[config.mk]
export PLATFORM = sky130hd
export DESIGN_NAME = mem_subsystem
export DESIGN_NICKNAME = d
export VERILOG_FILES = /design/src/common/bus_pkg.sv /design/src/clint/clint.sv /design/src/rtl/axi_arbiter.sv /design/src/rtl/mem_subsystem.sv
export SDC_FILE = /design/constraint.sdc
export NUM_CORES = 1
export LEC_CHECK = 0
export ABC_AREA = 1
export BUFFER_PORTS_ARGS = -buffer_cell sky130_fd_sc_hd__buf_2
export CORE_AREA = 2 2 145 147
export CTS_CLUSTER_SIZE = 24
export DETAILED_ROUTE_END_ITERATION = 7
export DIE_AREA = 0 0 147 149
export PLACE_DENSITY = 0.75
export SLEW_MARGIN = 0
export SYNTH_ARGS = -nofsm -noshare
export SYNTH_HDL_FRONTEND = slang
export SYNTH_SLANG_ARGS = --single-unit
[constraint.sdc]
create_clock -name clock -period 6.1 [get_ports clock]
set_input_delay 0.305 -clock clock [delete_from_list [all_inputs] [get_ports clock]]
set_output_delay 0.305 -clock clock [all_outputs]
set_load 0.1 [all_outputs]
[src/common/bus_pkg.sv]
`default_nettype none

package bus_pkg;

  // widths with a meaning on the bus
  typedef logic [31:0] addr_t;
  typedef logic [31:0] data_t;
  typedef logic [3:0]  strb_t;
  typedef logic [2:0]  size_t;
  typedef logic [1:0]  resp_t;

  // read address channel payload
  typedef struct packed {
    addr_t addr;
    size_t size;
  } ar_t;

  // write address channel payload
  typedef struct packed {
    addr_t addr;
    size_t size;
  } aw_t;

  // write data channel payload
  typedef struct packed {
    data_t data;
    strb_t strb;
  } w_t;

  // read response channel payload
  typedef struct packed {
    data_t data;
    resp_t resp;
  } r_t;

  localparam resp_t resp_okay = 2'b00;
  localparam size_t size_word = 3'b010;  // 4 bytes

  // mtime word offsets inside the clint window
  localparam addr_t mtime_lo_off = 32'h0000_0048;
  localparam addr_t mtime_hi_off = 32'h0000_004c;

endpackage

`default_nettype wire

[src/clint/clint.sv]
`default_nettype none

module clint #(
  parameter bus_pkg::addr_t CLINT_BASE = 32'h0200_0000,
  parameter int TIMER_DIV = 4
) (
  input  logic           clock,
  input  logic           reset,
  input  logic           arvalid,
  input  bus_pkg::addr_t araddr,
  output logic           arready,
  output logic           rvalid,
  output bus_pkg::r_t    r,
  input  logic           rready
);

  localparam int DIV_W = (TIMER_DIV > 1) ? $clog2(TIMER_DIV) : 1;
  localparam logic [DIV_W-1:0] DIV_LAST = DIV_W'(TIMER_DIV - 1);

  logic [DIV_W-1:0] prescale;
  logic [63:0]      mtime;
  logic             tick;
  logic             hit_lo;
  logic             hit_hi;

  assign tick = (prescale == DIV_LAST);

  always_ff @(posedge clock) begin
    if (reset) begin
      prescale <= '0;
      mtime    <= '0;
    end else if (tick) begin
      prescale <= '0;
      mtime    <= mtime + 64'd1;
    end else begin
      prescale <= prescale + 1'b1;
    end
  end

  assign hit_lo = (araddr == CLINT_BASE + bus_pkg::mtime_lo_off);
  assign hit_hi = (araddr == CLINT_BASE + bus_pkg::mtime_hi_off);

  assign arready = !rvalid;  // one response at a time

  always_ff @(posedge clock) begin
    if (reset) begin
      rvalid <= 1'b0;
    end else if (arvalid && arready) begin
      rvalid <= 1'b1;
    end else if (rready) begin
      rvalid <= 1'b0;
    end
  end

  // response payload, sampled from this cycle's counter
  always_ff @(posedge clock) begin
    if (arvalid && arready) begin
      if (hit_hi) begin
        r.data <= mtime[63:32];
      end else if (hit_lo) begin
        r.data <= mtime[31:0];
      end else begin
        r.data <= '0;
      end
      r.resp <= bus_pkg::resp_okay;
    end
  end

endmodule

`default_nettype wire

[src/rtl/axi_arbiter.sv]
`default_nettype none

module axi_arbiter #(
  parameter bus_pkg::addr_t CLINT_BASE = 32'h0200_0000,
  parameter int TIMER_DIV = 4
) (
  input  logic           clock,
  input  logic           reset,
  input  logic           f_arvalid,
  input  bus_pkg::addr_t f_araddr,
  output logic           f_arready,
  output logic           f_rvalid,
  output bus_pkg::r_t    f_r,
  input  logic           f_rready,
  input  logic           d_arvalid,
  input  bus_pkg::ar_t   d_ar,
  output logic           d_arready,
  output logic           d_rvalid,
  output bus_pkg::r_t    d_r,
  input  logic           d_rready,
  input  logic           d_awvalid,
  input  bus_pkg::aw_t   d_aw,
  output logic           d_awready,
  input  logic           d_wvalid,
  input  bus_pkg::w_t    d_w,
  output logic           d_wready,
  output logic           d_bvalid,
  output bus_pkg::resp_t d_bresp,
  input  logic           d_bready,
  output logic           m_arvalid,
  output bus_pkg::ar_t   m_ar,
  input  logic           m_arready,
  input  logic           m_rvalid,
  input  bus_pkg::r_t    m_r,
  output logic           m_rready,
  output logic           m_awvalid,
  output bus_pkg::aw_t   m_aw,
  input  logic           m_awready,
  output logic           m_wvalid,
  output bus_pkg::w_t    m_w,
  input  logic           m_wready,
  input  logic           m_bvalid,
  input  bus_pkg::resp_t m_bresp,
  output logic           m_bready
);

  typedef enum logic [1:0] {
    own_idle,
    own_fetch,
    own_data
  } owner_e;

  owner_e owner;

  logic d_qual;      // data read address decoded
  logic d_is_clint;  // decoded address hits mtime
  logic d_busy;      // data read accepted, response not yet taken
  logic addr_is_mtime;
  logic d_ext_req;
  logic ext_idle;
  logic d_ar_hs;
  logic d_r_hs;

  bus_pkg::ar_t f_ar;

  logic        c_arvalid;
  logic        c_arready;
  logic        c_rvalid;
  bus_pkg::r_t c_r;

  assign addr_is_mtime = (d_ar.addr == CLINT_BASE + bus_pkg::mtime_lo_off) ||
                         (d_ar.addr == CLINT_BASE + bus_pkg::mtime_hi_off);

  // fetch reads are always full words
  assign f_ar.addr = f_araddr;
  assign f_ar.size = bus_pkg::size_word;

  assign ext_idle  = (owner == own_idle);
  assign d_ext_req = d_arvalid && d_qual && !d_is_clint;

  // fetch has fixed priority over data
  assign m_arvalid = ext_idle && (f_arvalid || d_ext_req);
  assign m_ar      = f_arvalid ? f_ar : d_ar;
  assign f_arready = ext_idle && m_arready;

  assign c_arvalid = d_arvalid && d_qual && d_is_clint;
  assign d_arready = d_qual && (d_is_clint ? c_arready
                                           : (ext_idle && !f_arvalid && m_arready));

  assign d_ar_hs = d_arvalid && d_arready;
  assign d_r_hs  = d_rvalid && d_rready;

  // responses go back to whoever owns the external read
  assign m_rready = (owner == own_fetch) ? f_rready :
                    (owner == own_data)  ? d_rready : 1'b0;
  assign f_rvalid = (owner == own_fetch) && m_rvalid;
  assign f_r      = m_r;
  assign d_rvalid = d_is_clint ? c_rvalid : ((owner == own_data) && m_rvalid);
  assign d_r      = d_is_clint ? c_r : m_r;

  always_ff @(posedge clock) begin
    if (reset) begin
      owner <= own_idle;
    end else if (m_arvalid && m_arready) begin
      owner <= f_arvalid ? own_fetch : own_data;
    end else if (m_rvalid && m_rready) begin
      owner <= own_idle;
    end
  end

  always_ff @(posedge clock) begin
    if (reset) begin
      d_qual     <= 1'b0;
      d_is_clint <= 1'b0;
      d_busy     <= 1'b0;
    end else begin
      if (d_ar_hs) begin
        d_qual <= 1'b0;
        d_busy <= 1'b1;
      end else if (d_arvalid && !d_qual && !d_busy) begin
        d_qual     <= 1'b1;
        d_is_clint <= addr_is_mtime;  // held until the response is taken
      end
      if (d_r_hs) d_busy <= 1'b0;
    end
  end

  clint #(
    .CLINT_BASE(CLINT_BASE),
    .TIMER_DIV (TIMER_DIV)
  ) clint0 (
    .clock  (clock),
    .reset  (reset),
    .arvalid(c_arvalid),
    .araddr (d_ar.addr),
    .arready(c_arready),
    .rvalid (c_rvalid),
    .r      (c_r),
    .rready (d_rready)
  );

  // write channels pass straight through
  assign m_awvalid = d_awvalid;
  assign m_aw      = d_aw;
  assign d_awready = m_awready;
  assign m_wvalid  = d_wvalid;
  assign m_w       = d_w;
  assign d_wready  = m_wready;
  assign d_bvalid  = m_bvalid;
  assign d_bresp   = m_bresp;
  assign m_bready  = d_bready;

endmodule

`default_nettype wire

[src/rtl/mem_subsystem.sv]
`default_nettype none

module mem_subsystem #(
  parameter bus_pkg::addr_t CLINT_BASE = 32'h0200_0000,
  parameter int TIMER_DIV = 4
) (
  input  logic           clock,
  input  logic           reset,
  // instruction fetch
  input  logic           f_arvalid,
  input  bus_pkg::addr_t f_araddr,
  output logic           f_arready,
  output logic           f_rvalid,
  output bus_pkg::r_t    f_r,
  input  logic           f_rready,
  // data port
  input  logic           d_arvalid,
  input  bus_pkg::ar_t   d_ar,
  output logic           d_arready,
  output logic           d_rvalid,
  output bus_pkg::r_t    d_r,
  input  logic           d_rready,
  input  logic           d_awvalid,
  input  bus_pkg::aw_t   d_aw,
  output logic           d_awready,
  input  logic           d_wvalid,
  input  bus_pkg::w_t    d_w,
  output logic           d_wready,
  output logic           d_bvalid,
  output bus_pkg::resp_t d_bresp,
  input  logic           d_bready,
  // external master
  output logic           m_arvalid,
  output bus_pkg::ar_t   m_ar,
  input  logic           m_arready,
  input  logic           m_rvalid,
  input  bus_pkg::r_t    m_r,
  output logic           m_rready,
  output logic           m_awvalid,
  output bus_pkg::aw_t   m_aw,
  input  logic           m_awready,
  output logic           m_wvalid,
  output bus_pkg::w_t    m_w,
  input  logic           m_wready,
  input  logic           m_bvalid,
  input  bus_pkg::resp_t m_bresp,
  output logic           m_bready
);

  axi_arbiter #(
    .CLINT_BASE(CLINT_BASE),
    .TIMER_DIV (TIMER_DIV)
  ) arb0 (
    .clock    (clock),
    .reset    (reset),
    .f_arvalid(f_arvalid),
    .f_araddr (f_araddr),
    .f_arready(f_arready),
    .f_rvalid (f_rvalid),
    .f_r      (f_r),
    .f_rready (f_rready),
    .d_arvalid(d_arvalid),
    .d_ar     (d_ar),
    .d_arready(d_arready),
    .d_rvalid (d_rvalid),
    .d_r      (d_r),
    .d_rready (d_rready),
    .d_awvalid(d_awvalid),
    .d_aw     (d_aw),
    .d_awready(d_awready),
    .d_wvalid (d_wvalid),
    .d_w      (d_w),
    .d_wready (d_wready),
    .d_bvalid (d_bvalid),
    .d_bresp  (d_bresp),
    .d_bready (d_bready),
    .m_arvalid(m_arvalid),
    .m_ar     (m_ar),
    .m_arready(m_arready),
    .m_rvalid (m_rvalid),
    .m_r      (m_r),
    .m_rready (m_rready),
    .m_awvalid(m_awvalid),
    .m_aw     (m_aw),
    .m_awready(m_awready),
    .m_wvalid (m_wvalid),
    .m_w      (m_w),
    .m_wready (m_wready),
    .m_bvalid (m_bvalid),
    .m_bresp  (m_bresp),
    .m_bready (m_bready)
  );

endmodule

`default_nettype wire

==> run summary <==
Final GP Congestion: 1.039
Max IR drop VDD: 0.1101 mV
Yosys cell types: 30
Pleak: 3.689 nW
Setup TNS: 0 ns
Die area: 0.02190 mm²
CTS root buffer: clkbuf_16
Hold_buf cts: 0
Status: complete, no violations
Via count: 8,026
RSZ-0062 raised after global routing: false
Cell area power density: 227.5 mW/mm²
Antenna Nets Post-Route: 0
DR DRC count: 0
Total grt overflow: 0
Sw power: 786.5 µW
Die X-Extent: 147 µm
Largest net degree at the start of global routing: 59
Crit share post-route: 0.4700
# setup viols final: 0
Overall Power: 1.907 mW
Async set-reset flop share out of synthesis: 0
Sequential area share after synthesis: 0.3148
Std cell rows: 53
Crit path DAT: 2.56 ns
Fillers: 2,268
Reg clk slew, reported paths: 0.07 ns
Slew @ Worst Pin: 1.268 ns
Synthesized flop and latch total: 104
Hpwl dp: 26,100 µm
Initial Util: 0.3713
Resize count post-CTS: 0
Post-Route WL: 31,490 µm
Critical Path Start Type: flip-flop
Max_cap viols: 0
Clock Power Share: 0.308
Antenna diodes: 0
GRT Overall Usage: 0.2796
Vias per inst: 5.057
Cell Area, Synth: 0.007632 mm²
Post-Synthesis Net Count: 1,415
1st-iter DRT viols: 896
Hold Path Class: input pin to flip-flop
CTS buffer count: 9
IO Count: 376
Min Tclk post-route: 2.867 ns
Critical Path RT: 5.79 ns
CTS tree: built
Ys flop type: dfxtp_1
Post-synth EDFFs: 32
Share of layout cells above drive strength 1: 0.2088
Mapped Avg Cell Area: 6.230 µm²
H-tree depth: 3
R2R setup slack: 3.81 ns
Core area: 0.02056 mm²
Area Growth Syn to Fin: 9.820%
Clock tree buffer depth: 2
Fmax achieved: 0.3488 GHz
First-pass GRT wire length: 45,130 µm
Syn Inst Count: 1,225
Slew HR: 0.1548
Vias in the first global route: 7,142
Internal power: 1.120 mW
Clk_lat worst skew: 0.37 ns
Synthesis Warnings: 0
Setup CP Type: flip-flop to output port
Final Core Density: 0.4077
Sinks on Clock Net: 104
Max Slew Vio Count: 0
Sw Ratio: 0.4124
Final #Nets: 1,497
Die H: 149 µm
Setup Fix Bufs, Post-CTS: 0
Top fanout value on the critical path: 35
PortBufs: 217
Crit. End Element: output port
Clock skew: 0.01320 ns
Sequential Power Share: 0.377
Fin. Hold Viols: 0
Wirelength per Cell: 19.84 µm
Fin Hold WS: 0.2105 ns
Comb pwr share: 0.315
Initial antenna violation count: 0
TritonRoute pass-1 iters: 5
-- area by class of cell --
| cell class | count | area (µm²) | area share |
|---|---|---|---|
| Multi-Input combinational cell | 855 | 3796 | 0.4529 |
| Inverter | 115 | 431.7 | 0.05150 |
| Timing Repair Buffer | 222 | 1124 | 0.1341 |
| Clock inverter | 4 | 47.55 | 0.005672 |
| Sequential cell | 104 | 2402 | 0.2866 |
| Clock buffer | 12 | 236.5 | 0.02821 |
| Tap cell | 275 | 344.1 | 0.04105 |
-- layout by cell type, fill, tap and decap left out, types with 5 or more instances in the layout --
cell type  count
clkbuf_16      9
nor2_4         9
nand2_2        7
nor2_2        20
nor2_1       176
edfxtp_1      32
nand4_1       48
buf_4          5
a21oi_1       45
inv_1        111
nand2_1      386
nor3_1        17
buf_2        217
dfxtp_1       72
o21ai_0       40
nand3_1       86
-- stage by stage --
step / area (µm²) / setup slack [ns] / instances
5_1_grt: 8382 / 3.106 / 1587
3_5_place_dp: 8098 / 3.600 / 1571
2_1_floorplan: 7632 / 2.257 / 1225
4_1_cts: 8382 / 3.249 / 1587
6_report: 8382 / 3.233 / 1587
3_3_place_gp: 8098 / 3.687 / 1571
-- power by group through the flow --
stage	registers (mW)	logic (mW)	clock network, mW
floorplan	0.734	0.737	0
CTS	0.719	0.599	0.588
detailed placement	0.735	0.598	0
global placement	0.735	0.596	0
global route	0.720	0.621	0.613
finish	0.719	0.600	0.587
-- logic make-up (layout without fill, tap and decap cells) --
family	after synthesis	after routing	synth area share
buf+inv	266	353	0.1885
compound gates	89	89	0.05951
simple gates	759	759	0.4282
xor+xnor	5	5	0.005739
fa+ha+maj	2	2	0.003278
flops	104	104	0.3148
-- sequential cells by signal, summed over array words and instances, names as in the netlist --
name and flops:
arb0.clint0.rvalid 1, arb0.clint0.mtime 64, arb0.clint0.prescale 2, arb0.clint0.r 32, arb0.d_busy 1, arb0.d_is_clint 1, arb0.owner 2, arb0.d_qual 1
-- worst max-delay path: stages (launching register included) --
cell and delay (ns):
dfxtp_1 0.33, clkinv_1 0.84, nand3_1 0.50, a21oi_1 0.18
buf_2 0.33
-- path summary, 6_finish.rpt --
| check | from | to | depth (start not counted) |
|---|---|---|---|
| worst min-delay path | d_rready | arb0.d_busy | 4 |
| worst max register to register | arb0.d_is_clint | arb0.owner[1] | 6 |
| worst min register to register | arb0.clint0.prescale[0] | arb0.clint0.prescale[0] | 1 |
| worst max-delay path | arb0.d_is_clint | m_arvalid | 4 |
-- synthesized netlist by cell type, types with 2 or more instances --
master	instances	area share
nor3_1	17	0.011
inv_2	2	0.00098
nor2_2	18	0.015
buf_2	10	0.0066
xnor2_1	2	0.0023
a21oi_1	45	0.030
buf_1	6	0.0030
nor2_4	9	0.013
o21a_1	2	0.0020
nand2_2	7	0.0057
edfxtp_1	32	0.13
nor3b_1	3	0.0030
xor2_1	3	0.0034
ha_1	2	0.0033
and3_1	3	0.0025
buf_4	114	0.11
nand2_1	386	0.19
nand4_1	48	0.039
o21ai_0	40	0.026
clkbuf_1	21	0.010
inv_1	112	0.055
dfxtp_1	72	0.19
and2_1	2	0.0016
nand3_1	86	0.056
nor2_1	178	0.088
-- metal layers --
layer  track usage  vias to the layer above  part of all wire
li1              -                     3939                 -
met1        0.3343                     3657              0.38
met2        0.4031                      369              0.41
met3        0.1829                       59              0.18
met4       0.08990                        2             0.026
met5       0.04545                        -            0.0042
Power figures use the tool's default switching activity.
